===== src/logic/ex_pkg.sv =====
// shared types for the execute stage
// instruction formats, unit selects and the packets that pass through
// reference as ex_pkg::name from every user

package ex_pkg;

	parameter int xlen = 32;

	localparam logic [6:0] opcode_jalr = 7'b1100111;

	////////////////////
	// instruction word
	////////////////////

	typedef union packed {
		struct packed {
			logic [6:0] funct7;
			logic [4:0] rs2;
			logic [4:0] rs1;
			logic [2:0] funct3;
			logic [4:0] rd;
			logic [6:0] opcode;
		} r;
		struct packed {
			logic [11:0] imm;
			logic [4:0]  rs1;
			logic [2:0]  funct3;
			logic [4:0]  rd;
			logic [6:0]  opcode;
		} i;
		struct packed {
			logic [6:0] imm_hi;
			logic [4:0] rs2;
			logic [4:0] rs1;
			logic [2:0] funct3;
			logic [4:0] imm_lo;
			logic [6:0] opcode;
		} s;
		struct packed {
			logic       imm12;
			logic [5:0] imm10_5;
			logic [4:0] rs2;
			logic [4:0] rs1;
			logic [2:0] funct3;
			logic [3:0] imm4_1;
			logic       imm11;
			logic [6:0] opcode;
		} b;
		struct packed {
			logic [19:0] imm;
			logic [4:0]  rd;
			logic [6:0]  opcode;
		} u;
		struct packed {
			logic       imm20;
			logic [9:0] imm10_1;
			logic       imm11;
			logic [7:0] imm19_12;
			logic [4:0] rd;
			logic [6:0] opcode;
		} j;
	} inst_t;

	////////////////////
	// selects
	////////////////////

	typedef enum logic [1:0] {
		opa_is_rs1,
		opa_is_npc,
		opa_is_pc,
		opa_is_zero
	} opa_sel_e;

	typedef enum logic [2:0] {
		opb_is_rs2,
		opb_is_i_imm,
		opb_is_s_imm,
		opb_is_b_imm,
		opb_is_u_imm,
		opb_is_j_imm
	} opb_sel_e;

	typedef enum logic [3:0] {
		alu_add,
		alu_sub,
		alu_slt,
		alu_sltu,
		alu_and,
		alu_or,
		alu_xor,
		alu_sll,
		alu_srl,
		alu_sra,
		alu_mul,
		alu_mulh,
		alu_mulhsu,
		alu_mulhu
	} alu_func_e;

	// which unit takes the issue packet
	typedef enum logic [1:0] {
		ch_none,
		ch_alu,
		ch_br,
		ch_mult
	} channel_e;

	////////////////////
	// packets
	////////////////////

	typedef struct packed {
		logic            valid;
		logic [xlen-1:0] pc;
		logic [xlen-1:0] npc;
		inst_t           inst;
		logic [xlen-1:0] rs1_value;
		logic [xlen-1:0] rs2_value;
		opa_sel_e        opa_select;
		opb_sel_e        opb_select;
		alu_func_e       alu_func;
		channel_e        channel;
		logic            cond_branch;
		logic            uncond_branch;
		logic [4:0]      dest_reg_idx;
		logic            rd_mem;
		logic            wr_mem;
		logic            halt;
	} is_packet_t;

	typedef struct packed {
		logic            valid;
		logic [xlen-1:0] pc;
		logic [xlen-1:0] npc;
		logic [xlen-1:0] alu_result;
		logic            take_branch;
		logic [xlen-1:0] rs2_value;
		logic [4:0]      dest_reg_idx;
		logic            rd_mem;
		logic            wr_mem;
		logic [2:0]      mem_size;
		logic            halt;
	} ex_packet_t;

	typedef struct packed {
		logic [xlen-1:0] pc;
		logic [xlen-1:0] target_pc;
		logic            taken;
		logic            valid;
	} ex2btb_packet_t;

	////////////////////
	// immediates
	////////////////////

	function automatic logic [xlen-1:0] i_imm(input inst_t inst);
		return {{20{inst.i.imm[11]}}, inst.i.imm};
	endfunction

	function automatic logic [xlen-1:0] s_imm(input inst_t inst);
		return {{20{inst.s.imm_hi[6]}}, inst.s.imm_hi, inst.s.imm_lo};
	endfunction

	function automatic logic [xlen-1:0] b_imm(input inst_t inst);
		return {{19{inst.b.imm12}}, inst.b.imm12, inst.b.imm11, inst.b.imm10_5,
			inst.b.imm4_1, 1'b0};
	endfunction

	// upper 20 bits, low 12 cleared
	function automatic logic [xlen-1:0] u_imm(input inst_t inst);
		return {inst.u.imm, 12'b0};
	endfunction

	function automatic logic [xlen-1:0] j_imm(input inst_t inst);
		return {{11{inst.j.imm20}}, inst.j.imm20, inst.j.imm19_12, inst.j.imm11,
			inst.j.imm10_1, 1'b0};
	endfunction

endpackage


===== src/logic/ex_branch.sv =====
// branch unit of the execute stage
// tests the branch condition on rs1 and rs2 and adds opa and opb for the target

`timescale 1ns/1ns

module ex_branch (
	input  logic [ex_pkg::xlen-1:0] opa,
	input  logic [ex_pkg::xlen-1:0] opb,
	input  logic [ex_pkg::xlen-1:0] rs1,
	input  logic [ex_pkg::xlen-1:0] rs2,
	input  logic [2:0]              funct3,
	input  logic                    start,
	input  ex_pkg::is_packet_t      packet_in,
	output logic [ex_pkg::xlen-1:0] target,
	output logic                    cond,
	output logic                    done,
	output ex_pkg::is_packet_t      packet_out
);

	logic [ex_pkg::xlen-1:0] sum;
	logic is_jalr;

	assign sum = opa + opb;
	assign is_jalr = (packet_in.inst.i.opcode == ex_pkg::opcode_jalr);

	// jalr target is always halfword aligned
	assign target = is_jalr ? {sum[ex_pkg::xlen-1:1], 1'b0} : sum;

	always_comb begin
		case (funct3)
			3'b000:  cond = (rs1 == rs2);
			3'b001:  cond = (rs1 != rs2);
			3'b100:  cond = ($signed(rs1) < $signed(rs2));
			3'b101:  cond = ($signed(rs1) >= $signed(rs2));
			3'b110:  cond = (rs1 < rs2);
			3'b111:  cond = (rs1 >= rs2);
			default: cond = 1'b0;
		endcase
	end

	assign done = start;
	assign packet_out = packet_in;

endmodule


===== config.mk =====
export PLATFORM = sky130hd
export DESIGN_NAME = ex_branch
export DESIGN_NICKNAME = d
export VERILOG_FILES = /design/src/logic/ex_pkg.sv /design/src/logic/ex_branch.sv
export SDC_FILE = /design/constraint.sdc
export NUM_CORES = 1
export LEC_CHECK = 0
export BUFFER_PORTS_ARGS = -buffer_cell sky130_fd_sc_hd__buf_4
export CAP_MARGIN = 0
export CORE_AREA = 5 5 206 208
export DETAILED_ROUTE_END_ITERATION = 16
export DIE_AREA = 0 0 211 213
export GPL_TIMING_DRIVEN = 1
export SYNTH_ARGS = -nofsm -noshare
export SYNTH_HDL_FRONTEND = slang
export SYNTH_SLANG_ARGS = --single-unit
export TNS_END_PERCENT = 20

===== constraint.sdc =====
create_clock -name vclk -period 4.6
set_input_delay 0.46 -clock vclk [all_inputs]
set_output_delay 0.46 -clock vclk [all_outputs]
set_load 0.1 [all_outputs]

==> metrics.yaml <==
seq_power_share_pct: 0
fill_cells: 4732
grt_pass1_vias: 3319
cp-end-kind: "primary output"
dpl_cell_area_sq_um: 4400
syn_to_final_growth_pct: 16.4
layout.nets: 881
die_h_um: 213
ys_seq_area_share_pct: 0
wl_per_cell_um: 13.0
io-pin-count: 530
dieArea_sq_um: 44900
tns_ns: 0
drive_gt1_share_pct: 37.7
holdBufCountCts: 0
overflow: 0
gp_congestion: 0.852
fin_crit_ns: 3.60
grt_pass1_wl_mm: 18.9
fp.dieW_um: 211
initial_utilization_pct: 9.36
synth_area_leaders: "buf_4 36%, ha_1 21%, a21oi_1 5.0%"
place.port_buffers: 178
crit_type: "in -> out"
hpwl_mm: 12.4
post_layout_nonfiller_instances: 1033
status: "complete, no violations"
ir_drop_uv: 190
synth.largest_area_cell: "buf_4"
worst_hold_path_type: "in -> out"
setup_ws_ns: 0.996
drc_errors: 0
power.density_nw_per_um2: 231
place_ws_ns: 0.975
slew_headroom_pct: 55.2
worstPathMaxFanout: 5
fin_crit_sh_pct: 78.3
first_iter_violations: 156
post-route-cell-area_sq_um: 4400
post_synth_num_cell_types: 45
switching_share_pct: 71.1
startpoint_type: "input pin"
finalSetupViolations: 0
holdPathStages: 0
multi_input_area_sq_um: 2240
core.rowCount: 74
grt_max_degree: 8
required_ns: 4.14
combPwrFrac_pct: 100.0
grt_use_total_pct: 5.30
mostFrequentLayoutCells: "178 x buf_4, 63 x ha_1, 41 x inv_1"
syn_inst: 508
antenna_found_initial: 3
arrival_ns: 3.14
postCtsSetupBuffers: 0
final_common_cell: "buf_4"
synth_area_sq_um: 3780
synthesis.nets: 886
yosysTopAreaCellShare_pct: 36.3
vias: 3322
via_per_inst: 3.22
nClkBuffers: 0
synth_warnings: 0
dp.cells: 1033
p_switching_w: 0.000722
worst_pin_slew_ns: 0.664
drt-pass1-iter-count: 4
finalHoldViolations: 0
internal-power_w: 0.000293
cp-startpoint: "opa[1]"
crit_end: "target[29]"
seq_cell_count: 0
ctsResizeCount: 0
fmax_mhz: 278
diodes: 0
finalMaxSlewViolations: 0
maxCapViolations: 0
synth.avg_cell_area_sq_um: 7.44
rsz0062_at_grt: "no"
regArea_sq_um: 0
wl_mm: 13.5
coreArea_sq_um: 40400
drtAntennaViolNets: 0
p_clk_share_pct: 0
cellLeakagePower_nw: 2.20
==> per-layer routing <==
metal	GRT usage [%]	routed length, um	up-vias	part of all wire, %
met5	0.970	96	-	0.71
met3	3.86	2200	82	16
li1	-	-	1544	-
met4	2.37	609	8	4.5
met2	7.84	5760	218	43
met1	5.64	4810	1470	36
==> worst min path at each step <==
stage	end	from
2_1_floorplan	done	start
3_3_place_gp	packet_out[105]	packet_in[105]
3_5_place_dp	packet_out[105]	packet_in[105]
4_1_cts	packet_out[105]	packet_in[105]
5_1_grt	packet_out[47]	packet_in[47]
6_report	packet_out[146]	packet_in[146]
==> power groups by stage <==
stage	sequential (W)	clock (W)	combinational, W
floorplan	0	0	0.00147
global placement	0	0	0.00101
detailed placement	0	0	0.00102
CTS	0	0	0.00102
global route	0	0	0.00107
finish	0	0	0.00101
==> cells by family (layout without fill, tap and decap cells) <==
kind of cell	count (synthesis)	count (layout)	synth area share, %
mux	2	2	0.596
fa+ha+maj	64	64	21.4
simple gates	79	79	10.4
xor+xnor	29	29	6.72
compound gates	108	108	20.3
buf+inv	226	219	40.6
==> metrics by stage <==
stage	total power (W)	hold slack (ns)	util (%)
4_1_cts	0.00102	0.921	10.9
2_1_floorplan	0.00147	1.13	-
3_5_place_dp	0.00102	0.921	10.9
6_report	0.00101	0.920	10.9
3_3_place_gp	0.00101	0.921	10.9
5_1_grt	0.00107	0.920	10.9
==> worst max-delay path: stages <==
cell and delay [ns]:
buf_4 0.12, ha_1 0.29, a21o_1 0.18, a21o_1 0.21, a31o_4 0.28, a31oi_4 0.29
o41ai_4 0.17, a31o_1 0.28, a221oi_2 0.29, xnor2_1 0.21, buf_4 0.35
==> synthesized netlist by cell type, types with 2 or more instances <==
library cell and instances:
a211o_1 2, a21boi_0 3, a21o_1 22, a21oi_1 38, a221oi_2 2, a31oi_1 2
and2_1 3, and3_1 3, buf_4 183, clkbuf_1 2, ha_1 63, inv_1 41
mux2_2 2, nand2_1 20, nand2b_1 5, nand3_1 8, nand4_1 11, nand4b_1 2
nor2_1 15, nor2b_1 4, nor3_1 7, o211ai_1 3, o21a_1 4, o21ai_0 11
o21ai_1 4, o21bai_1 2, xnor2_1 18, xor2_1 11
==> cell type report <==
type	count	share of cell area [%]
tap	532	15.1
inverter	41	3.50
multi-input combinational	282	51.0
timing repair buffer	178	30.4
No activity file was read; power rests on OpenSTA's default activity.
