$ cat src/logic/ex_pkg.sv
// shared types for the execute stage
// instruction formats, unit selects and the packets that pass through
// reference as ex_pkg::name from every user

package ex_pkg;

	parameter int xlen = 32;

	localparam logic [6:0] opcode_jalr = 7'b1100111;

	////////////////////
	// instruction word
	////////////////////

	typedef union packed {
		struct packed {
			logic [6:0] funct7;
			logic [4:0] rs2;
			logic [4:0] rs1;
			logic [2:0] funct3;
			logic [4:0] rd;
			logic [6:0] opcode;
		} r;
		struct packed {
			logic [11:0] imm;
			logic [4:0]  rs1;
			logic [2:0]  funct3;
			logic [4:0]  rd;
			logic [6:0]  opcode;
		} i;
		struct packed {
			logic [6:0] imm_hi;
			logic [4:0] rs2;
			logic [4:0] rs1;
			logic [2:0] funct3;
			logic [4:0] imm_lo;
			logic [6:0] opcode;
		} s;
		struct packed {
			logic       imm12;
			logic [5:0] imm10_5;
			logic [4:0] rs2;
			logic [4:0] rs1;
			logic [2:0] funct3;
			logic [3:0] imm4_1;
			logic       imm11;
			logic [6:0] opcode;
		} b;
		struct packed {
			logic [19:0] imm;
			logic [4:0]  rd;
			logic [6:0]  opcode;
		} u;
		struct packed {
			logic       imm20;
			logic [9:0] imm10_1;
			logic       imm11;
			logic [7:0] imm19_12;
			logic [4:0] rd;
			logic [6:0] opcode;
		} j;
	} inst_t;

	////////////////////
	// selects
	////////////////////

	typedef enum logic [1:0] {
		opa_is_rs1,
		opa_is_npc,
		opa_is_pc,
		opa_is_zero
	} opa_sel_e;

	typedef enum logic [2:0] {
		opb_is_rs2,
		opb_is_i_imm,
		opb_is_s_imm,
		opb_is_b_imm,
		opb_is_u_imm,
		opb_is_j_imm
	} opb_sel_e;

	typedef enum logic [3:0] {
		alu_add,
		alu_sub,
		alu_slt,
		alu_sltu,
		alu_and,
		alu_or,
		alu_xor,
		alu_sll,
		alu_srl,
		alu_sra,
		alu_mul,
		alu_mulh,
		alu_mulhsu,
		alu_mulhu
	} alu_func_e;

	// which unit takes the issue packet
	typedef enum logic [1:0] {
		ch_none,
		ch_alu,
		ch_br,
		ch_mult
	} channel_e;

	////////////////////
	// packets
	////////////////////

	typedef struct packed {
		logic            valid;
		logic [xlen-1:0] pc;
		logic [xlen-1:0] npc;
		inst_t           inst;
		logic [xlen-1:0] rs1_value;
		logic [xlen-1:0] rs2_value;
		opa_sel_e        opa_select;
		opb_sel_e        opb_select;
		alu_func_e       alu_func;
		channel_e        channel;
		logic            cond_branch;
		logic            uncond_branch;
		logic [4:0]      dest_reg_idx;
		logic            rd_mem;
		logic            wr_mem;
		logic            halt;
	} is_packet_t;

	typedef struct packed {
		logic            valid;
		logic [xlen-1:0] pc;
		logic [xlen-1:0] npc;
		logic [xlen-1:0] alu_result;
		logic            take_branch;
		logic [xlen-1:0] rs2_value;
		logic [4:0]      dest_reg_idx;
		logic            rd_mem;
		logic            wr_mem;
		logic [2:0]      mem_size;
		logic            halt;
	} ex_packet_t;

	typedef struct packed {
		logic [xlen-1:0] pc;
		logic [xlen-1:0] target_pc;
		logic            taken;
		logic            valid;
	} ex2btb_packet_t;

	////////////////////
	// immediates
	////////////////////

	function automatic logic [xlen-1:0] i_imm(input inst_t inst);
		return {{20{inst.i.imm[11]}}, inst.i.imm};
	endfunction

	function automatic logic [xlen-1:0] s_imm(input inst_t inst);
		return {{20{inst.s.imm_hi[6]}}, inst.s.imm_hi, inst.s.imm_lo};
	endfunction

	function automatic logic [xlen-1:0] b_imm(input inst_t inst);
		return {{19{inst.b.imm12}}, inst.b.imm12, inst.b.imm11, inst.b.imm10_5,
			inst.b.imm4_1, 1'b0};
	endfunction

	// upper 20 bits, low 12 cleared
	function automatic logic [xlen-1:0] u_imm(input inst_t inst);
		return {inst.u.imm, 12'b0};
	endfunction

	function automatic logic [xlen-1:0] j_imm(input inst_t inst);
		return {{11{inst.j.imm20}}, inst.j.imm20, inst.j.imm19_12, inst.j.imm11,
			inst.j.imm10_1, 1'b0};
	endfunction

endpackage

$ cat src/logic/ex_result_fifo.sv
// result queue between the execute units and the memory stage
// takes up to two packets per edge, slot_a first, and pops the head every edge
// head is shown combinationally, valid low while the queue is empty

`timescale 1ns/1ns

module ex_result_fifo #(
	parameter int fifo_depth = 8
) (
	input  logic               clock,
	input  logic               rst_n,
	input  ex_pkg::ex_packet_t slot_a,
	input  ex_pkg::ex_packet_t slot_b,
	output ex_pkg::ex_packet_t head,
	output logic               no_output
);

	localparam int ptr_w = $clog2(fifo_depth);
	localparam int cnt_w = $clog2(fifo_depth + 1);

	ex_pkg::ex_packet_t mem [fifo_depth];

	logic [ptr_w-1:0] rd_ptr;
	logic [ptr_w-1:0] wr_ptr;
	logic [ptr_w-1:0] wr_ptr_b;
	logic [cnt_w-1:0] count;
	logic [1:0] n_wr;
	logic pop;

	assign n_wr = {1'b0, slot_a.valid} + {1'b0, slot_b.valid};
	assign pop = (count != '0);

	// slot_b lands behind slot_a when both are present
	assign wr_ptr_b = wr_ptr + ptr_w'(slot_a.valid);

	////////////////////
	// pointers and count
	////////////////////

	always_ff @(posedge clock or negedge rst_n) begin
		if (!rst_n) begin
			rd_ptr <= '0;
			wr_ptr <= '0;
			count <= '0;
		end else begin
			wr_ptr <= wr_ptr + ptr_w'(n_wr);
			if (pop) begin
				rd_ptr <= rd_ptr + ptr_w'(1);
			end
			count <= count + cnt_w'(n_wr) - cnt_w'(pop);
		end
	end

	////////////////////
	// storage
	////////////////////

	always_ff @(posedge clock) begin
		if (slot_a.valid) begin
			mem[wr_ptr] <= slot_a;
		end
		if (slot_b.valid) begin
			mem[wr_ptr_b] <= slot_b;
		end
	end

	assign no_output = (count == '0);
	assign head = no_output ? '0 : mem[rd_ptr];

endmodule

$ cat config.mk
export PLATFORM = sky130hd
export DESIGN_NAME = ex_result_fifo
export DESIGN_NICKNAME = d
export VERILOG_FILES = /design/src/logic/ex_pkg.sv /design/src/logic/ex_result_fifo.sv
export SDC_FILE = /design/constraint.sdc
export NUM_CORES = 2
export LEC_CHECK = 0
export ABC_CLOCK_PERIOD_IN_PS = 27700
export BUFFER_PORTS_ARGS = -buffer_cell sky130_fd_sc_hd__buf_2
export CAP_MARGIN = 20
export CORE_MARGIN = 1
export CORE_UTILIZATION = 30
export DETAILED_ROUTE_END_ITERATION = 16
export SYNTH_ARGS = -nofsm -noshare
export SYNTH_HDL_FRONTEND = slang
export SYNTH_SLANG_ARGS = --single-unit
$ cat constraint.sdc
create_clock -name clock -period 27.7 [get_ports clock]
set_input_delay 5.54 -clock clock [delete_from_list [all_inputs] [get_ports clock]]
set_output_delay 5.54 -clock clock [all_outputs]
set_load 0.02 [all_outputs]
==> flow_summary.json <==
{
  "drt_pass1_iterations": 5,
  "htreeDepth": 4,
  "intPower_uw": 4780,
  "critPathMaxStageDelay_ns": 0.89,
  "power-per-cell-area_mw_per_mm2": 115,
  "p_leak_uw": 0.0217,
  "antenna_found_initial": 62,
  "drtAntennaViolNets": 0,
  "ys.flop_type": "edfxtp_1",
  "synth-edff-count": 1128,
  "grt_max_degree": 115,
  "overflow": 0,
  "fin_ws_ns": 16.76,
  "syn-num-nets": 3265,
  "grt_pass1_wl_mm": 229,
  "worstSetupPathType": "reg2out",
  "power.switching_uw": 2680,
  "cts_buffer_depth": 3,
  "clkLatencyLatePin_ns": 0.78,
  "crit_path_frequent_cell": "buf_4",
  "crit_arrival_ns": 5.40,
  "ys_seq_area_share_pct": 61.0,
  "synth_seq_cells": 1138,
  "routabilityCongestion": 0.714,
  "use_met2_pct": 28.9,
  "cts_tree": "yes",
  "fin_area_sq_mm": 0.0650,
  "ys_warn_count": 0,
  "maxCapViolations": 0,
  "cts_sinks": 1138,
  "first_global_vias": 32200,
  "hold_ws_ns": 0.553,
  "nets": 3666,
  "r2r_setup_slack_ns": 23.42,
  "synthTopCellsByArea": "edfxtp_1, mux2_2, mux4_2",
  "vias": 30600,
  "hold_path.class": "reg2reg",
  "die_x_um": 434,
  "irDropWorstVdd_v": 0.0000992,
  "placed_cell_area_sq_mm": 0.0608,
  "fin_skew_ns": 0.0313,
  "post_drt_via_cell_ratio": 5.12,
  "cts_buffers": 136,
  "worst_path_max_delay_cell": "dfrtp_4",
  "route.detailed.drc": 0,
  "drv_slew": 0,
  "synth.avg_cell_area_sq_um": 18.8,
  "grt_util_met1_pct": 20.8,
  "final_util_pct": 35.1,
  "final_hold_viol_count": 0,
  "finalSetupTns_ns": 0,
  "yosys.area.top_type": "edfxtp_1",
  "ctsResizeCount": 0,
  "swShare_pct": 35.9,
  "period_minus_slack_ns": 10.94,
  "p_clk_share_pct": 23.1,
  "top_usage_layer": "met2",
  "area_delta_synth_final_pct": 16.3,
  "end_kind": "output port",
  "worst_slew_pin_slew_ns": 1.15,
  "die_h_um": 434,
  "cp_max_fo": 45,
  "wire_per_inst_um": 26.7,
  "rows": 158,
  "finalSetupViolations": 0,
  "start_util_pct": 30.2,
  "worstPathRequired_ns": 22.16,
  "io_pins": 426,
  "pre_cts_slack_ns": 17.41,
  "worst_setup_path_start_kind": "register",
  "max_freq_ghz": 0.0914,
  "cp_cell_sequence": "buf_4 -> buf_4 -> buf_4 -> mux4_2 -> a22o_1 -> buf_2",
  "io_buffers": 425,
  "synth.cell_area_sq_mm": 0.0559,
  "slew_headroom_pct": 23.2,
  "synth_cells": 2968,
  "synth_top_area_share_pct": 60.6,
  "core_region_area_sq_mm": 0.185,
  "post-synth-top-count-cell": "edfxtp_1",
  "synthArstFlopShare_pct": 0.879,
  "combPwrFrac_pct": 40.4,
  "drtIter0Drc": 2347,
  "synth_cell_types": 36,
  "hold_buffers": 0,
  "sequentialPowerShare_pct": 36.6,
  "fin_crit_sh_pct": 39.5,
  "post_cts_buffers": 0,
  "cts.clk_slew.worst_paths_ns": 0.06,
  "post_route_cells_drive_above_1_share_pct": 48.9,
  "cts_root_buf": "clkbuf_16",
  "die_area_sq_mm": 0.188,
  "synth_common_cells": "edfxtp_1, mux2_2, mux2_1",
  "rsz0062_at_grt": "no",
  "track_usage_pct": 16.7,
  "dp_hpwl_mm": 84.2,
  "outcome": "finished clean",
  "grtUsageMet3_pct": 3.65,
  "wl_mm": 159
}
==> logic make-up (layout without fill, tap and decap cells) <==
group	Yosys count	in the layout	share of synthesized area (%)
buf+inv	227	727	1.96
other cells	0	17	0
simple gates	30	30	0.349
flops	1138	1138	61.0
xor+xnor	7	7	0.136
compound gates	150	150	2.31
fa+ha+maj	13	13	0.318
mux	1403	1403	33.9
==> routing by layer <==
| layer | wire length, um | part of all wire, % | up-vias |
|---|---|---|---|
| met1 | 64900 | 41 | 16100 |
| met4 | 4130 | 2.6 | 54 |
| met3 | 8880 | 5.6 | 301 |
| met2 | 80700 | 51 | 895 |
| met5 | 334 | 0.21 | - |
| li1 | - | - | 13200 |
==> power groups by stage <==
stage	clock network [uW]	logic (uW)	registers (uW)
2_1_floorplan	0	2020	2890
3_3_place_gp	0	3060	2760
3_5_place_dp	0	3080	2770
4_1_cts	1770	3090	2740
5_1_grt	1820	3200	2780
6_report	1720	3010	2730
==> state kept, by name, indices dropped and copies added (netlist names) <==
register,flops
count,4
mem,1128
rd_ptr,3
wr_ptr,3
==> worst max-delay path, delay by kind of cell, from the launching register on <==
family	cells	cell delay [ns]
buffers and inverters	4	2.61
DFF	1	0.89
AOI/OAI and AO/OA	1	0.29
muxes	1	0.60
==> cell type report <==
cell class | count | area, sq um
clock inverter | 59 | 551
timing repair buffer | 480 | 2670
multi-input combinational | 1603 | 20900
fill | 17600 | 120000
sequential | 1138 | 34100
inverter | 10 | 37.5
antenna | 17 | 42.5
tap | 2480 | 3100
clock buffer | 178 | 3630
==> path summary, 6_finish.rpt <==
path	startpoint	to	depth (start not counted)
worst min-delay path	count[0]	count[0]	1
max in group asynchronous	rst_n	rd_ptr[1]	1
worst max register to register	wr_ptr[0]	mem[7][115]	7
worst max-delay path	rd_ptr[0]	head[124]	6
min in group asynchronous	rst_n	rd_ptr[0]	1
worst min register to register	count[0]	count[0]	1
==> metrics by stage <==
stage                     instances  power (uW)
final                          5965        7470
after global placement         5710        5820
after floorplan                2968        4910
after CTS                      5947        7590
after detailed placement       5710        5850
after global routing           5959        7810
==> layout by cell type (no fill, tap or decap), types with 10 or more instances in the layout <==
| master | netlist | routed |
|---|---|---|
| clkinv_2 | 0 | 17 |
| clkbuf_1 | 75 | 38 |
| buf_12 | 0 | 10 |
| edfxtp_1 | 1128 | 1128 |
| a22o_1 | 141 | 141 |
| mux2_1 | 392 | 392 |
| clkinv_1 | 0 | 20 |
| diode_2 | 0 | 17 |
| mux2_2 | 729 | 729 |
| clkbuf_16 | 0 | 139 |
| buf_2 | 120 | 425 |
| ha_1 | 11 | 11 |
| buf_4 | 7 | 45 |
| inv_1 | 10 | 10 |
| mux4_2 | 282 | 282 |
Power figures use the tool's default switching activity.
