<file path="src/logic/ex_pkg.sv">
// shared types for the execute stage
// instruction formats, unit selects and the packets that pass through
// reference as ex_pkg::name from every user

package ex_pkg;

	parameter int xlen = 32;

	localparam logic [6:0] opcode_jalr = 7'b1100111;

	////////////////////
	// instruction word
	////////////////////

	typedef union packed {
		struct packed {
			logic [6:0] funct7;
			logic [4:0] rs2;
			logic [4:0] rs1;
			logic [2:0] funct3;
			logic [4:0] rd;
			logic [6:0] opcode;
		} r;
		struct packed {
			logic [11:0] imm;
			logic [4:0]  rs1;
			logic [2:0]  funct3;
			logic [4:0]  rd;
			logic [6:0]  opcode;
		} i;
		struct packed {
			logic [6:0] imm_hi;
			logic [4:0] rs2;
			logic [4:0] rs1;
			logic [2:0] funct3;
			logic [4:0] imm_lo;
			logic [6:0] opcode;
		} s;
		struct packed {
			logic       imm12;
			logic [5:0] imm10_5;
			logic [4:0] rs2;
			logic [4:0] rs1;
			logic [2:0] funct3;
			logic [3:0] imm4_1;
			logic       imm11;
			logic [6:0] opcode;
		} b;
		struct packed {
			logic [19:0] imm;
			logic [4:0]  rd;
			logic [6:0]  opcode;
		} u;
		struct packed {
			logic       imm20;
			logic [9:0] imm10_1;
			logic       imm11;
			logic [7:0] imm19_12;
			logic [4:0] rd;
			logic [6:0] opcode;
		} j;
	} inst_t;

	////////////////////
	// selects
	////////////////////

	typedef enum logic [1:0] {
		opa_is_rs1,
		opa_is_npc,
		opa_is_pc,
		opa_is_zero
	} opa_sel_e;

	typedef enum logic [2:0] {
		opb_is_rs2,
		opb_is_i_imm,
		opb_is_s_imm,
		opb_is_b_imm,
		opb_is_u_imm,
		opb_is_j_imm
	} opb_sel_e;

	typedef enum logic [3:0] {
		alu_add,
		alu_sub,
		alu_slt,
		alu_sltu,
		alu_and,
		alu_or,
		alu_xor,
		alu_sll,
		alu_srl,
		alu_sra,
		alu_mul,
		alu_mulh,
		alu_mulhsu,
		alu_mulhu
	} alu_func_e;

	// which unit takes the issue packet
	typedef enum logic [1:0] {
		ch_none,
		ch_alu,
		ch_br,
		ch_mult
	} channel_e;

	////////////////////
	// packets
	////////////////////

	typedef struct packed {
		logic            valid;
		logic [xlen-1:0] pc;
		logic [xlen-1:0] npc;
		inst_t           inst;
		logic [xlen-1:0] rs1_value;
		logic [xlen-1:0] rs2_value;
		opa_sel_e        opa_select;
		opb_sel_e        opb_select;
		alu_func_e       alu_func;
		channel_e        channel;
		logic            cond_branch;
		logic            uncond_branch;
		logic [4:0]      dest_reg_idx;
		logic            rd_mem;
		logic            wr_mem;
		logic            halt;
	} is_packet_t;

	typedef struct packed {
		logic            valid;
		logic [xlen-1:0] pc;
		logic [xlen-1:0] npc;
		logic [xlen-1:0] alu_result;
		logic            take_branch;
		logic [xlen-1:0] rs2_value;
		logic [4:0]      dest_reg_idx;
		logic            rd_mem;
		logic            wr_mem;
		logic [2:0]      mem_size;
		logic            halt;
	} ex_packet_t;

	typedef struct packed {
		logic [xlen-1:0] pc;
		logic [xlen-1:0] target_pc;
		logic            taken;
		logic            valid;
	} ex2btb_packet_t;

	////////////////////
	// immediates
	////////////////////

	function automatic logic [xlen-1:0] i_imm(input inst_t inst);
		return {{20{inst.i.imm[11]}}, inst.i.imm};
	endfunction

	function automatic logic [xlen-1:0] s_imm(input inst_t inst);
		return {{20{inst.s.imm_hi[6]}}, inst.s.imm_hi, inst.s.imm_lo};
	endfunction

	function automatic logic [xlen-1:0] b_imm(input inst_t inst);
		return {{19{inst.b.imm12}}, inst.b.imm12, inst.b.imm11, inst.b.imm10_5,
			inst.b.imm4_1, 1'b0};
	endfunction

	// upper 20 bits, low 12 cleared
	function automatic logic [xlen-1:0] u_imm(input inst_t inst);
		return {inst.u.imm, 12'b0};
	endfunction

	function automatic logic [xlen-1:0] j_imm(input inst_t inst);
		return {{11{inst.j.imm20}}, inst.j.imm20, inst.j.imm19_12, inst.j.imm11,
			inst.j.imm10_1, 1'b0};
	endfunction

endpackage

</file>
<file path="src/logic/ex_multiplier.sv">
// iterative shift-add multiplier, one per multiply slot
// retires mul_bits_per_cycle multiplier bits per edge into a 64 bit sum
// done pulses one cycle with the product, busy covers the whole operation

`timescale 1ns/1ns

module ex_multiplier #(
	parameter int mul_bits_per_cycle = 8
) (
	input  logic                    clock,
	input  logic                    rst_n,
	input  logic                    start,
	input  logic [ex_pkg::xlen-1:0] opa,
	input  logic [ex_pkg::xlen-1:0] opb,
	input  ex_pkg::alu_func_e       func,
	input  ex_pkg::is_packet_t      packet_in,
	output logic [ex_pkg::xlen-1:0] product,
	output logic                    done,
	output logic                    busy,
	output ex_pkg::is_packet_t      packet_out
);

	localparam int steps = 64 / mul_bits_per_cycle;
	localparam int cnt_w = $clog2(steps + 1);

	logic a_signed;
	logic b_signed;
	logic [63:0] ext_a;
	logic [63:0] ext_b;
	logic [63:0] mcand;
	logic [63:0] mplier;
	logic [63:0] acc;
	logic [63:0] step_mcand;
	logic [63:0] step_mplier;
	logic [63:0] partial;
	logic [63:0] acc_next;
	logic [cnt_w-1:0] count;
	logic [cnt_w-1:0] count_next;
	ex_pkg::is_packet_t packet_q;

	// mulhu is unsigned on both sides, mulhsu only on b
	assign a_signed = (func != ex_pkg::alu_mulhu);
	assign b_signed = (func == ex_pkg::alu_mul) || (func == ex_pkg::alu_mulh);
	assign ext_a = {{32{a_signed & opa[31]}}, opa};
	assign ext_b = {{32{b_signed & opb[31]}}, opb};

	// first chunk retires on the start edge itself
	assign step_mcand = start ? ext_a : mcand;
	assign step_mplier = start ? ext_b : mplier;
	assign partial = step_mcand * 64'(step_mplier[mul_bits_per_cycle-1:0]);
	assign acc_next = (start ? 64'd0 : acc) + partial;
	assign count_next = start ? cnt_w'(1) : count + cnt_w'(1);

	always_ff @(posedge clock or negedge rst_n) begin
		if (!rst_n) begin
			busy <= 1'b0;
			done <= 1'b0;
			count <= '0;
		end else if (start) begin
			busy <= 1'b1;
			done <= (count_next == cnt_w'(steps));
			count <= count_next;
		end else if (done) begin
			busy <= 1'b0;
			done <= 1'b0;
		end else if (busy) begin
			done <= (count_next == cnt_w'(steps));
			count <= count_next;
		end
	end

	always_ff @(posedge clock) begin
		if (start || (busy && !done)) begin
			acc <= acc_next;
			mcand <= step_mcand << mul_bits_per_cycle;
			mplier <= step_mplier >> mul_bits_per_cycle;
		end
		if (start) begin
			packet_q <= packet_in;
		end
	end

	// mul keeps the low word, the mulh family the high word
	assign product = (packet_q.alu_func == ex_pkg::alu_mul) ? acc[31:0] : acc[63:32];
	assign packet_out = packet_q;

endmodule

</file>
<file path="config.mk">
export PLATFORM = sky130hd
export DESIGN_NAME = ex_multiplier
export DESIGN_NICKNAME = d
export VERILOG_FILES = /design/src/logic/ex_pkg.sv /design/src/logic/ex_multiplier.sv
export SDC_FILE = /design/constraint.sdc
export NUM_CORES = 2
export LEC_CHECK = 0
export ABC_AREA = 0
export CAP_MARGIN = 20
export CORE_AREA = 4 4 220 222
export DETAILED_ROUTE_END_ITERATION = 8
export DIE_AREA = 0 0 224 226
export DONT_BUFFER_PORTS = 1
export GPL_TIMING_DRIVEN = 0
export HOLD_SLACK_MARGIN = 0.1
export PLACE_DENSITY = 0.8
export SETUP_SLACK_MARGIN = 0.1
export SLEW_MARGIN = 20
export SYNTH_ARGS = -nofsm -noshare
export SYNTH_HDL_FRONTEND = slang
export SYNTH_SLANG_ARGS = --single-unit
</file>
<file path="constraint.sdc">
create_clock -name clock -period 6.1 [get_ports clock]
set_input_delay 0.305 -clock clock [delete_from_list [all_inputs] [get_ports clock]]
set_output_delay 0.305 -clock clock [all_outputs]
set_load 0.01 [all_outputs]
</file>
==> reports/results.tsv <==
stage	metric	value	unit
outcome	outcome	complete, no violations	
logic_synthesis	yosysWarnings	0	
sta	fmax	0.1676	GHz
logic_synthesis	post-synth-top-count-cell	inv_1	
place	portBuffers	0	
setup_path	path_buf_inv	4	
route	num_vias	21490	
logic_synthesis	ys_ff_latch	336	
pwr	ir_worst_vdd	487.4	uV
sta	hold_viol	0	
pwr	p_comb_share	71.6	%
place	globalplace.congestion	1.020	
sta	setup_viol	0	
logic_synthesis	synth.distinct_cells	69	
job	maxCapViolCount	0	
place	dp_cells	3160	
route	drc	0	
logic_synthesis	synth_top_family_by_area	adder cells	
clock_network	cts_root_buffer	clkbuf_16	
setup_path	cp_cell_sequence	nor2b_2 > a21oi_4 > buf_12 > buf_4 > nor2_1 > fa_1 > fa_1 > fa_1 > inv_1 > fa_1 > inv_1 > ha_1 > nand4_1 > or3_1 > nor2_1 > a21bo_2 > a21oi_4 > o21ai_1 > a31oi_2 > o21ai_2 > a41oi_2	
layout	multi_input_area	16450	um2
pwr	p_sw	11.77	mW
setup_path	cpPeakStageDelay	0.51	ns
route	drtPass1Iterations	8	
setup_path	worst_path_most_repeated_cell	fa_1	
route	wl_per_cell	27.83	um
global_routing	gr-total-overflow	0	
layout	regArea	10060	um2
logic_synthesis	yosysSeqAreaShare	36.27	%
logic_synthesis	synthXorXnorAreaFrac	2.323	%
place	pre_cts_ws	-2.224	ns
logic_synthesis	netlist_area	27730	um2
pwr	powerDensity	692.1	nW/um2
floorplan	dieArea	50620	um2
logic_synthesis	async_flop_share	1.786	%
global_routing	grt_util_all_layers	38.74	%
place	placed_cell_area	28610	um2
pwr	clkPwrFrac	10.5	%
logic_synthesis	synth-edff-count	330	
layout	fill_cells	2944	
logic_synthesis	synth.area.top_cells	edfxtp_1, fa_1, inv_1	
global_routing	grt_pass1_wl	143900	um
logic_synthesis	synthTopCellsByCount	inv_1, fa_1, nand2_1	
clock_network	path_clk_slew	0.06	ns
logic_synthesis	syn_inst	2550	
sta	relSlewSlack	25.22	%
route	dr.max_layer_used	met5	
setup_path	worstSetupEndpointType	flop	
floorplan	die_w	224	um
global_routing	grt_pass1_vias	22480	
clock_network	clock_path_buffers	3	
route	final_antenna_net_count	0	
sta	fin_crit_sh	97.81	%
layout	final_cells	3516	
floorplan	die_y	226	um
sta	setup-tns-final	0	ns
logic_synthesis	ys.flop_type	edfxtp_1	
clock_network	clock-sinks	336	
hold_path	hold_class	input port to flop	
logic_synthesis	syn_nets	3287	
route	vias_per_cell	6.113	
logic_synthesis	synth_area_leader_cell	edfxtp_1	
sta	grt_setup_unrepaired	true	
route	first_iter_violations	2369	
setup_path	setup.worst_path.class	flop to flop	
setup_path	critPathArrivalTime	6.39	ns
sta	fin_worst_skew	0.04340	ns
logic_synthesis	avgSynthCellArea	10.88	um2
pwr	switching_share	50.01	%
floorplan	start_util	59.83	%
setup_path	critical-path-top-delay-family	adder cells	
setup_path	r2r_setup_slack	0.13	ns
sta	tightest_slew	1.107	ns
layout	synthToLayoutAreaGrowth	22.61	%
sta	hold_slack	0.1123	ns
layout	drive_gt1_share	13.10	%
floorplan	io_pins	469	
place	dp_hpwl	74770	um
logic_synthesis	synth_mux_area_share	3.050	%
sta	min_period	5.966	ns
clock_network	cts-htree-levels	2	
route	wirelength	97850	um
setup_path	critical_path_required	6.52	ns
layout	final_util	73.35	%
logic_synthesis	synth_compound_area_share	5.919	%
setup_path	worstPathMaxFanout	10	
logic_synthesis	synth_top_area_share	35.73	%
setup_path	crit_path_top_delay_cell	fa_1	
setup_path	startpoint_type	flop	
layout	design_area	34010	um2
layout	nets	3616	
clock_network	cts_tree	yes	
sta	fin_ws	0.1338	ns
logic_synthesis	synth-adder-area-share	32.93	%
global_routing	antenna_found_initial	15	
route	met3_length	11510	um
route	wl_met2	47270	um
clock_network	cts_buffers	38	
global_routing	grt_max_degree	183	
logic_synthesis	yosys.area_share.simple	11.87	%
pwr	leakage	15.14	nW
floorplan	core_area	46360	um2
pwr	p_int	11.77	mW
floorplan	rows	79	
clock_network	clk_latency	0.59	ns
route	m1WireLength	32770	um
sta	slew_violations	0	
pwr	power.total	23.54	mW
pwr	seqPwrFrac	17.9	%
## cells in the final DEF, fill, tap and decap left out, drive strengths merged, types with 4 or more instances in the layout
cell type	instances
a31oi	11
buf	106
ha	74
a32oi	6
and3	53
nor3	13
nor2b	14
or3	8
o21a	5
clkinvlp	4
nor2	265
a221oi	5
bufinv	6
nor4	4
xor2	29
dfrtp	6
or2	4
nand2	332
nand4	16
a211o	4
o21ai	43
a21o	40
and2	20
o31ai	5
clkinv	14
mux2i	26
dlygate4sd3	237
clkbuf	88
a21oi	97
inv	464
xnor2	42
edfxtp	330
nand2b	7
o211ai	7
fa	410
nand3	16
mux2	54
o21bai	8
## worst register-to-register path, delay by kind of cell (launching register included)
family                   cells  cell delay [ns]
buffers and inverters        4             0.58
AND/OR/NAND/NOR              5             1.03
AO/OA/AOI/OAI                7             1.46
adder cells (fa/ha/maj)      5             2.35
flip-flops                   1             0.39
## final cells by class
cell class | instances | share of cell area, %
Clock inverter | 27 | 1.078
Buffer | 90 | 2.027
Timing Repair Buffer | 299 | 8.750
Antenna cell | 1 | 0.007359
Tap cell | 607 | 2.233
Inverter | 461 | 5.100
Clock buffer | 42 | 2.841
Sequential cell | 336 | 29.58
Multi-Input combinational cell | 1653 | 48.38
## power groups by stage
stage | clock, mW | sequential (mW) | combinational (mW)
3_5_place_dp | 0 | 4.22 | 14.7
3_3_place_gp | 0 | 4.22 | 14.4
6_report | 2.47 | 4.22 | 16.9
4_1_cts | 2.45 | 4.19 | 15.5
5_1_grt | 2.58 | 4.21 | 18.6
2_1_floorplan | 0 | 3.85 | 11.2
## worst paths after layout
kind	startpoint	cells after the start	endpoint
max in group asynchronous	rst_n	2	busy
min reg2reg	mplier[46]	1	mplier[39]
max reg2reg	mplier[7]	21	acc[61]
min in group asynchronous	rst_n	2	done
min	opa[0]	2	acc[0]
max	mplier[7]	21	acc[61]
## registers in the layout (all words and copies together) (netlist names)
| register | flops |
|---|---|
| mplier | 28 |
| done | 1 |
| busy | 1 |
| count | 4 |
| acc | 64 |
| mcand | 56 |
| packet_out | 182 |
## cells by family (layout without fill, tap and decap cells)
group | count (synthesis) | after routing
adders and majority gates | 484 | 484
AOI/OAI and AO/OA | 252 | 252
xor gates and xnor gates | 72 | 72
muxes | 78 | 80
and+or+nand+nor | 765 | 765
buffers and inverters | 563 | 919
DFF | 336 | 336
other | 0 | 1
## repair_timing
| action | in CTS | in global routing |
|---|---|---|
| hold buffers | 238 | 0 |
| hold endpoints to repair | 422 | 0 |
| buffers inserted | 33 | 25 |
| setup endpoints to repair | 46 | 25 |
| pin swaps | 10 | 36 |
| resized for setup | 204 | 148 |
| gates cloned | 0 | 2 |
## metal layers
layer  vias to the layer above  GRT usage (%)
li1                       8802              -
met1                     10610          47.99
met2                      1705          63.87
met3                       365          9.762
met4                         8          19.73
met5                         -              0
Note: power is estimated with default switching activity, not from simulation.
