<file path="src/logic/ex_pkg.sv">
// shared types for the execute stage
// instruction formats, unit selects and the packets that pass through
// reference as ex_pkg::name from every user

package ex_pkg;

	parameter int xlen = 32;

	localparam logic [6:0] opcode_jalr = 7'b1100111;

	////////////////////
	// instruction word
	////////////////////

	typedef union packed {
		struct packed {
			logic [6:0] funct7;
			logic [4:0] rs2;
			logic [4:0] rs1;
			logic [2:0] funct3;
			logic [4:0] rd;
			logic [6:0] opcode;
		} r;
		struct packed {
			logic [11:0] imm;
			logic [4:0]  rs1;
			logic [2:0]  funct3;
			logic [4:0]  rd;
			logic [6:0]  opcode;
		} i;
		struct packed {
			logic [6:0] imm_hi;
			logic [4:0] rs2;
			logic [4:0] rs1;
			logic [2:0] funct3;
			logic [4:0] imm_lo;
			logic [6:0] opcode;
		} s;
		struct packed {
			logic       imm12;
			logic [5:0] imm10_5;
			logic [4:0] rs2;
			logic [4:0] rs1;
			logic [2:0] funct3;
			logic [3:0] imm4_1;
			logic       imm11;
			logic [6:0] opcode;
		} b;
		struct packed {
			logic [19:0] imm;
			logic [4:0]  rd;
			logic [6:0]  opcode;
		} u;
		struct packed {
			logic       imm20;
			logic [9:0] imm10_1;
			logic       imm11;
			logic [7:0] imm19_12;
			logic [4:0] rd;
			logic [6:0] opcode;
		} j;
	} inst_t;

	////////////////////
	// selects
	////////////////////

	typedef enum logic [1:0] {
		opa_is_rs1,
		opa_is_npc,
		opa_is_pc,
		opa_is_zero
	} opa_sel_e;

	typedef enum logic [2:0] {
		opb_is_rs2,
		opb_is_i_imm,
		opb_is_s_imm,
		opb_is_b_imm,
		opb_is_u_imm,
		opb_is_j_imm
	} opb_sel_e;

	typedef enum logic [3:0] {
		alu_add,
		alu_sub,
		alu_slt,
		alu_sltu,
		alu_and,
		alu_or,
		alu_xor,
		alu_sll,
		alu_srl,
		alu_sra,
		alu_mul,
		alu_mulh,
		alu_mulhsu,
		alu_mulhu
	} alu_func_e;

	// which unit takes the issue packet
	typedef enum logic [1:0] {
		ch_none,
		ch_alu,
		ch_br,
		ch_mult
	} channel_e;

	////////////////////
	// packets
	////////////////////

	typedef struct packed {
		logic            valid;
		logic [xlen-1:0] pc;
		logic [xlen-1:0] npc;
		inst_t           inst;
		logic [xlen-1:0] rs1_value;
		logic [xlen-1:0] rs2_value;
		opa_sel_e        opa_select;
		opb_sel_e        opb_select;
		alu_func_e       alu_func;
		channel_e        channel;
		logic            cond_branch;
		logic            uncond_branch;
		logic [4:0]      dest_reg_idx;
		logic            rd_mem;
		logic            wr_mem;
		logic            halt;
	} is_packet_t;

	typedef struct packed {
		logic            valid;
		logic [xlen-1:0] pc;
		logic [xlen-1:0] npc;
		logic [xlen-1:0] alu_result;
		logic            take_branch;
		logic [xlen-1:0] rs2_value;
		logic [4:0]      dest_reg_idx;
		logic            rd_mem;
		logic            wr_mem;
		logic [2:0]      mem_size;
		logic            halt;
	} ex_packet_t;

	typedef struct packed {
		logic [xlen-1:0] pc;
		logic [xlen-1:0] target_pc;
		logic            taken;
		logic            valid;
	} ex2btb_packet_t;

	////////////////////
	// immediates
	////////////////////

	function automatic logic [xlen-1:0] i_imm(input inst_t inst);
		return {{20{inst.i.imm[11]}}, inst.i.imm};
	endfunction

	function automatic logic [xlen-1:0] s_imm(input inst_t inst);
		return {{20{inst.s.imm_hi[6]}}, inst.s.imm_hi, inst.s.imm_lo};
	endfunction

	function automatic logic [xlen-1:0] b_imm(input inst_t inst);
		return {{19{inst.b.imm12}}, inst.b.imm12, inst.b.imm11, inst.b.imm10_5,
			inst.b.imm4_1, 1'b0};
	endfunction

	// upper 20 bits, low 12 cleared
	function automatic logic [xlen-1:0] u_imm(input inst_t inst);
		return {inst.u.imm, 12'b0};
	endfunction

	function automatic logic [xlen-1:0] j_imm(input inst_t inst);
		return {{11{inst.j.imm20}}, inst.j.imm20, inst.j.imm19_12, inst.j.imm11,
			inst.j.imm10_1, 1'b0};
	endfunction

endpackage

</file>
<file path="src/logic/ex_alu.sv">
// integer ALU of the execute stage
// purely combinational, done follows start in the same cycle

`timescale 1ns/1ns

module ex_alu (
	input  logic [ex_pkg::xlen-1:0] opa,
	input  logic [ex_pkg::xlen-1:0] opb,
	input  ex_pkg::alu_func_e       func,
	input  logic                    start,
	input  ex_pkg::is_packet_t      packet_in,
	output logic [ex_pkg::xlen-1:0] result,
	output logic                    done,
	output ex_pkg::is_packet_t      packet_out
);

	logic signed [ex_pkg::xlen-1:0] sa;
	logic signed [ex_pkg::xlen-1:0] sb;
	logic [4:0] shamt;

	assign sa = opa;
	assign sb = opb;
	// only the low five bits shift on rv32
	assign shamt = opb[4:0];

	always_comb begin
		case (func)
			ex_pkg::alu_add:  result = opa + opb;
			ex_pkg::alu_sub:  result = opa - opb;
			ex_pkg::alu_slt:  result = {31'b0, sa < sb};
			ex_pkg::alu_sltu: result = {31'b0, opa < opb};
			ex_pkg::alu_and:  result = opa & opb;
			ex_pkg::alu_or:   result = opa | opb;
			ex_pkg::alu_xor:  result = opa ^ opb;
			ex_pkg::alu_sll:  result = opa << shamt;
			ex_pkg::alu_srl:  result = opa >> shamt;
			ex_pkg::alu_sra:  result = sa >>> shamt;
			// multiply codes belong to the multiplier slots
			default:          result = '0;
		endcase
	end

	assign done = start;

	// carried along so the merge can rebuild the packet
	assign packet_out = packet_in;

endmodule

</file>
<file path="config.mk">
export PLATFORM = sky130hd
export DESIGN_NAME = ex_alu
export DESIGN_NICKNAME = d
export VERILOG_FILES = /design/src/logic/ex_pkg.sv /design/src/logic/ex_alu.sv
export SDC_FILE = /design/constraint.sdc
export NUM_CORES = 1
export LEC_CHECK = 0
export ABC_AREA = 1
export BUFFER_PORTS_ARGS = -buffer_cell sky130_fd_sc_hd__buf_2
export CAP_MARGIN = 15
export CELL_PAD_IN_SITES_DETAIL_PLACEMENT = 2
export CELL_PAD_IN_SITES_GLOBAL_PLACEMENT = 2
export CORE_ASPECT_RATIO = 1.4
export CORE_MARGIN = 8
export CORE_UTILIZATION = 21
export DETAILED_ROUTE_END_ITERATION = 10
export PLACE_DENSITY = 0.86
export SLEW_MARGIN = 40
export SYNTH_ARGS = -nofsm -noshare
export SYNTH_HDL_FRONTEND = slang
export SYNTH_SLANG_ARGS = --single-unit
</file>
<file path="constraint.sdc">
create_clock -name vclk -period 3.4
set_clock_uncertainty 0.1 [all_clocks]
set_input_delay 0.68 -clock vclk [all_inputs]
set_output_delay 0.68 -clock vclk [all_outputs]
set_load 0.03 [all_outputs]
</file>
==> flow_summary.json, run 1 <==
{
  "tns_ns": -8.32,
  "synth_cells": 2289,
  "globalRouteOverflowTotal": 0,
  "firstDrtPassIters": 5,
  "slew_violations": 0,
  "place_congestion": 1.00,
  "critical_path_class": "in2out",
  "grt_usage": 0.346,
  "antenna_left": 0,
  "seq_cells": 0,
  "grt_pass1_vias": 21600,
  "yosysSeqAreaShare": 0,
  "hold_viol": 0,
  "crit_fanout": 7,
  "avgRoutedWirePerCell_um": 40.8,
  "rsz0062_at_grt": "yes",
  "post_drt_via_cell_ratio": 6.31,
  "grt_max_degree": 66,
  "start_util": 0.212,
  "hold_path_class": "in2out",
  "dr_total_vias": 21100,
  "slowest_stage": "bufbuf_16",
  "worstPathCellList": "buf_12 -> inv_8 -> bufbuf_16 -> nand2_1 -> buf_4 -> nand2_1 -> nor2_1 -> nor2_2 -> nand2_1 -> nand3_1 -> o211ai_1 -> nand3b_1 -> nand2_2 -> nand2_2 -> buf_4",
  "rows": 101,
  "area_growth_pct": 70.9,
  "clkbuf_count": 0,
  "finalCoreUtilization": 0.363,
  "pre_cts_slack_ns": -0.578,
  "max_stage_delay_ns": 0.29,
  "nNetsFinal": 2966,
  "coreArea_mm2": 0.0542,
  "synth_fp_nets": 2639,
  "setup.worst_path.end_class": "primary output",
  "grt_first_pass_wirelength_um": 158000,
  "drive_above_1_share": 0.546,
  "arrival_ns": 3.10,
  "cts.hold.buffers_added": 0,
  "antenna_found_initial": 9,
  "drt_iter0_drc": 2659,
  "io_buffers": 100,
  "fin_ws_ns": -0.483,
  "die_x_um": 214,
  "dieArea_mm2": 0.0627,
  "io-pin-count": 466,
  "wl_um": 136000,
  "max_freq_ghz": 0.258,
  "fin_crit_sh": 1.14,
  "cp_common_cell": "nand2_1",
  "start_kind": "input pin",
  "drc_errors": 0,
  "register_area_um2": 0,
  "slew_headroom": 0.589,
  "syn_area_per_cell_um2": 5.03,
  "dp_hpwl_um": 78200,
  "die_height_um": 293,
  "ys_warn_count": 0,
  "syn_area_mm2": 0.0115,
  "status": "finished, violations left",
  "required_ns": 2.62,
  "violations": "setup timing",
  "setup_viol": 32,
  "fin_crit_ns": 3.88,
  "tightest_slew_ns": 0.617,
  "synthDistinctLibCells": 48,
  "max_cap_violations": 0
}
## final cells by class
cell class	instances	area [µm²]
Fill cell	6370	34500
Multi-Input combinational cell	1707	12300
Timing Repair Buffer	599	5160
Inverter	308	1260
Tap cell	721	902
Antenna cell	7	17.5
## cells by family (layout without fill, tap and decap cells)
| logic type | after synthesis | count (layout) | share of synthesized area |
|---|---|---|---|
| simple gates | 1404 | 1404 | 0.528 |
| buf+inv | 582 | 907 | 0.261 |
| compound gates | 200 | 200 | 0.0993 |
| fa+ha+maj | 99 | 99 | 0.109 |
| xor+xnor | 4 | 4 | 0.00304 |
| other cells | 0 | 7 | 0 |
## synthesized netlist by cell type, drive strengths merged
master,number,area [µm²]
nand2,748,2850
nand3,415,2080
inv,306,1150
buf,258,1780
nor2,161,658
ha,97,1210
a21oi,80,400
o21ai,58,298
nand4,29,181
nor3,28,145
o211ai,19,143
o22ai,19,119
clkbuf,16,62.6
nand3b,9,67.6
o21bai,9,67.6
and2,6,37.5
or2,5,31.3
a211oi,4,30.0
xor2,4,35.0
a31oi,3,18.8
and3,2,12.5
clkinv,2,7.51
fa,2,40.0
o2111ai,2,17.5
o221ai,2,17.5
a21o,1,7.51
a22o,1,8.76
a2bb2oi,1,8.76
nor4,1,12.5
o21a,1,7.51
## worst max-delay path: cells and delay by family
family / cells / cell delay, ns
AO/OA/AOI/OAI: 1 / 0.21
buffers and inverters: 5 / 0.80
AND/OR/NAND/NOR: 9 / 1.38
## repair_timing
item / in CTS / in global routing
gates resized for setup: 490 / 798
buffers inserted: 18 / 53
gates cloned: 4 / 3
pin swaps: 69 / 193
setup endpoints to repair: 32 / 32
## layout by cell type (no fill, tap or decap), drive strengths merged
cell type	synthesis	final
diode	0	7
o21bai	9	9
nand3	415	415
clkinvlp	0	4
and3	2	2
clkinv	2	2
and2	6	6
a31oi	3	3
nand3b	9	9
fa	2	2
xor2	4	4
bufbuf	0	3
buf	258	592
o2111ai	2	2
clkbuf	16	4
ha	97	97
a211oi	4	4
o211ai	19	19
or2	5	5
nor4	1	1
a2bb2oi	1	1
o22ai	19	19
nand2	748	748
a22o	1	1
a21oi	80	80
a21o	1	1
o21a	1	1
o21ai	58	58
inv	306	302
nor2	161	161
o221ai	2	2
nand4	29	29
nor3	28	28
## path summary, 6_finish.rpt
check / end / depth (start not counted) / slack, ns / from
setup / recovery: result[10] / 15 / -0.48 / opb[0]
hold / removal: packet_out[115] / 0 / 1.26 / packet_in[115]
## stage by stage
stage | hold WS, ns | instances | cell area [µm²]
final | 1.26 | 3342 | 19700
after global routing | 1.26 | 3336 | 19700
after CTS | 1.26 | 3281 | 16300
after detailed placement | 1.26 | 3259 | 14400
after global placement | 1.26 | 3259 | 14400
after floorplan | 1.39 | 2289 | 11500
## metal layers
layer	track usage	vias up	routed length (µm)
li1	-	7817	-
met5	0.00321	-	26
met4	0.362	4	18300
met3	0.0791	1045	15100
met1	0.347	10100	44000
met2	0.565	2099	59000
==> run 2: changes to the inputs <==
SKIP_LAST_GASP = 1   (was unset)
==> run 2 against run 1 <==
Net effect:
- via count down 2.2%
- non-clock buffer count down 20
- largest cell class unchanged
- final cell count down 0.69%
- sequential share of layout area unchanged
- flip-flop and latch count unchanged
- the run still ends with setup timing left
- routed wire length down 4.2%
- hold slack unchanged
- worst setup slack worse by 0.051 ns
==> flow_summary.json, run 2 (synthesis gave the netlist of run 1 again) <==
{
  "status": "finished, violations left",
  "violations": "setup timing",
  "drt_iter0_drc": 2310,
  "cts.hold.buffers_added": 0,
  "tightest_slew_ns": 0.585,
  "coreArea_mm2": 0.0542,
  "die_x_um": 214,
  "max_freq_ghz": 0.254,
  "p_clk_frac": 0,
  "slowest_stage": "ha_4",
  "max_stage_delay_ns": 0.28,
  "max_cap_violations": 0,
  "critPathTopFamily": "buffers and inverters",
  "antenna_left": 0,
  "fin_ws_ns": -0.534,
  "dieArea_mm2": 0.0627,
  "start_util": 0.212,
  "slew_headroom": 0.610,
  "hold_viol": 0,
  "place_congestion": 1.00,
  "fin_crit_ns": 3.93,
  "antenna_found_initial": 9,
  "clkbuf_count": 0,
  "setup_viol": 32,
  "seq_cells": 0,
  "crit_buf_inv": 8,
  "internal-power_mw": 1.32,
  "dp_hpwl_um": 78200,
  "rows": 101,
  "cp_common_cell": "nand2_1",
  "setup.worst_path.end_class": "primary output",
  "switching_power_mw": 2.56,
  "wl_um": 131000,
  "register_area_um2": 0,
  "final_cell_mix": "nand2_1, buf_4, nand3_1",
  "hold-worst-slack_ns": 1.26,
  "power.leakage_nw": 9.38,
  "avgRoutedWirePerCell_um": 39.3,
  "drc_errors": 0,
  "fin_crit_sh": 1.16,
  "grt_first_pass_wirelength_um": 157000,
  "crit_fanout": 5,
  "rsz0062_at_grt": "yes",
  "pwr-share-comb": 1.000,
  "drive_above_1_share": 0.462,
  "vdd_drop_max_mv": 0.0546,
  "critical_path_class": "in2out",
  "seqPwrFrac": 0,
  "start_kind": "input pin",
  "dr_total_vias": 20600,
  "hold_path_class": "in2out",
  "grt_usage": 0.345,
  "die_height_um": 293,
  "nNetsFinal": 2946,
  "required_ns": 2.62,
  "grt_max_degree": 66,
  "post_drt_via_cell_ratio": 6.22,
  "pre_cts_slack_ns": -0.578,
  "io_buffers": 100,
  "worstPathCellList": "buf_6 -> inv_2 -> ha_4 -> buf_4 -> nor2_2 -> buf_4 -> nand2_1 -> inv_1 -> buf_4 -> nand2_1 -> inv_2 -> nand2_2 -> nand2_1 -> nand2_1 -> nand3_2 -> nand4_1 -> buf_6",
  "io-pin-count": 466,
  "final_common_cell": "nand2_1",
  "fillCellCount": 6495,
  "area_growth_pct": 58.3,
  "slew_violations": 0,
  "firstDrtPassIters": 6,
  "switching_share": 0.660,
  "globalRouteOverflowTotal": 0,
  "grt_pass1_vias": 21600,
  "arrival_ns": 3.15,
  "powerDensity_mw_per_mm2": 213
}
[run 2: area by class of cell]
type               count  area, µm²  share of cell area
multi-input cells   1707      11300               0.618
repair buffers       579       4820               0.265
inverters            308       1230              0.0675
well taps            721        902              0.0495
diodes                 4       10.0            0.000549
[run 2: path summary, 6_finish.rpt]
path | start | endpoint | slack [ns] | depth (start not counted)
min | packet_in[115] | packet_out[115] | 1.26 | 0
max | opa[11] | result[18] | -0.53 | 17
[run 2: metal layers]
layer / global-route usage / vias up / wire length, µm
met5: 0 / - / 69
met4: 0.350 / 10 / 17100
met3: 0.0792 / 1015 / 14400
met2: 0.571 / 1919 / 57100
met1: 0.344 / 9928 / 41900
li1: - / 7757 / -
[run 2: per-stage QoR]
| stage | cells | power (mW) | TNS [ns] | area [µm²] | util |
|---|---|---|---|---|---|
| CTS | 3281 | 2.96 | -0.255 | 16300 | 0.300 |
| finish | 3319 | 3.88 | -9.83 | 18200 | 0.336 |
| global placement | 3259 | 2.37 | -8.37 | 14400 | 0.265 |
| detailed placement | 3259 | 2.56 | -12.30 | 14400 | 0.265 |
| global route | 3317 | 3.91 | -9.58 | 18200 | 0.336 |
| floorplan | 2289 | 1.59 | -0.0112 | 11500 | - |
[run 2: power by group through the flow]
stage                     sequential (mW)     clock, mW  combinational, mW
after global placement                  0             0               2.37
after CTS                               0             0               2.96
after global routing                    0  0.0000000790               3.91
after floorplan                         0             0               1.59
final                                   0   0.000000111               3.88
after detailed placement                0             0               2.56
[run 2: what timing repair did]
item / in CTS / in global routing
endpoints found under the setup margin: 32 / 32
cloned: 4 / 2
pin swaps: 69 / 136
resized for setup: 476 / 457
setup buffers: 18 / 32
No activity file was read; power rests on OpenSTA's default activity.
==> run 3: changes to the inputs <==
ABC_AREA = unset   (was 1)
CORE_UTILIZATION = 22   (was 21)
PLACE_DENSITY = 0.85   (was 0.86)
==> run 3 against run 2 <==
Net effect:
- the flow still finishes with violations (setup timing)
- critical path depth is 2 lower
- final cell count is 29% lower
- fmax is 22% lower
- via count is 24% lower
- flip-flop and latch count stayed put
- sequential share of layout area stayed put
- final area is 12% lower
- worst setup slack worse by 1.1 ns
- area after synthesis is 17% lower
- total power is 9.8% lower
- die area is 19% lower
- critical path type unchanged
==> flow_summary.json, run 3 <==
{
  "status": "finished, violations left",
  "violations": "setup timing",
  "rsz0062_at_grt": "yes",
  "syn_area_mm2": 0.00957,
  "synthDistinctLibCells": 78,
  "tns_ns": -29.63,
  "wl_um": 99900,
  "grt_pass1_vias": 16600,
  "tightest_slew_ns": 1.43,
  "critical_path_class": "in2out",
  "design_area_mm2": 0.0160,
  "dp_hpwl_um": 58000,
  "avgRoutedWirePerCell_um": 42.6,
  "start_kind": "input pin",
  "setup_viol": 32,
  "grt_first_pass_wirelength_um": 125000,
  "finalCoreUtilization": 0.372,
  "max_stage_delay_ns": 1.19,
  "place_congestion": 1.02,
  "register_area_um2": 0,
  "io_buffers": 100,
  "dr_total_vias": 15600,
  "final_common_cell": "buf_4",
  "synth_common_cells": "buf_4, nor2_1, a21oi_1",
  "antenna_left": 0,
  "yosys.area.top_type": "buf_4",
  "fin_crit_ns": 5.07,
  "fin_crit_sh": 1.49,
  "syn_area_per_cell_um2": 6.89,
  "power.leakage_nw": 7.04,
  "synth_top_area_share": 0.145,
  "firstDrtPassIters": 8,
  "vdd_drop_max_mv": 0.0718,
  "slew_headroom": 0.0361,
  "hold_viol": 0,
  "drc_errors": 0,
  "hold-worst-slack_ns": 1.26,
  "multi_input_area_mm2": 0.00924,
  "required_ns": 2.62,
  "pre_cts_slack_ns": -1.20,
  "arrival_ns": 4.29,
  "clkbuf_count": 0,
  "final_cell_mix": "buf_4, nor2_1, a21oi_1",
  "synth_cells": 1388,
  "slowest_stage": "a21boi_0",
  "max_cap_violations": 0,
  "synth.most_common_cell": "buf_4",
  "io-pin-count": 466,
  "synth_top_cells_by_area": "buf_4, ha_1, mux4_2",
  "drt_iter0_drc": 1958,
  "area_growth_pct": 67.2,
  "powerDensity_mw_per_mm2": 219,
  "setup.worst_path.end_class": "primary output",
  "post_drt_via_cell_ratio": 6.65,
  "grt_usage": 0.336,
  "die_x_um": 192,
  "die_height_um": 263,
  "fin_ws_ns": -1.67,
  "max_freq_ghz": 0.197,
  "nNetsFinal": 2143,
  "globalRouteOverflowTotal": 0,
  "dieArea_mm2": 0.0505,
  "grt_max_degree": 52,
  "worstPathCellList": "buf_12 -> buf_16 -> buf_12 -> buf_16 -> nor2_2 -> buf_4 -> a21oi_2 -> nand2_1 -> nand2_1 -> buf_4 -> a21oi_2 -> o21ai_0 -> a21boi_0 -> o221ai_4 -> buf_6",
  "slew_violations": 0,
  "crit_fanout": 12,
  "hold_path_class": "in2out",
  "antenna_found_initial": 5,
  "start_util": 0.222,
  "rows": 90,
  "fillCellCount": 4801,
  "place_area_mm2": 0.0131,
  "drive_above_1_share": 0.571,
  "seq_cells": 0,
  "synth_fp_nets": 1738,
  "yosysSeqAreaShare": 0,
  "ys_warn_count": 0,
  "coreArea_mm2": 0.0430
}
[run 3: timing repair]
action                     CTS  global route
resized for setup          352           146
gates cloned                 5             2
pin swaps                  112            82
buffers inserted            50            42
setup endpoints to repair   32            32
hold buffers                 0             0
[run 3: worst paths after layout]
kind | from | to | slack [ns] | cells after the start
max | opb[0] | result[13] | -1.67 | 15
min | packet_in[106] | packet_out[106] | 1.26 | 0
[run 3: stage by stage]
step	power [mW]	std cells
2_1_floorplan	1.55	1388
3_3_place_gp	2.29	2261
3_5_place_dp	2.43	2261
4_1_cts	2.82	2307
5_1_grt	3.50	2343
6_report	3.50	2344
[run 3: logic make-up after synthesis]
family,synth area share
mux,0.146
fa+ha+maj,0.131
compound gates,0.311
xor+xnor,0.0220
simple gates,0.165
buf+inv,0.225
[run 3: report_power, final]
part,leakage [nW],internal (mW),switching [mW]
clock network,0.00000509,0.0000000588,0
logic,7.04,1.42,2.08
registers,0,0,0
[run 3: per-layer routing]
metal,track usage,wire length [µm],up-vias
met3,0.0847,11400,777
met1,0.348,32200,7543
met2,0.538,44300,1574
li1,-,-,5677
met4,0.329,12000,8
met5,0,42,-
[run 3: final cells by class]
| class | count | share of cell area |
|---|---|---|
| well taps | 552 | 0.0432 |
| multi-input cells | 1010 | 0.577 |
| inverters | 98 | 0.0250 |
| repair buffers | 683 | 0.354 |
| diodes | 1 | 0.000156 |
[run 3: critical path, delay by kind of cell]
family          cells  cell delay (ns)
simple gates        3             0.39
compound gates      5             2.05
buf+inv             7             1.14
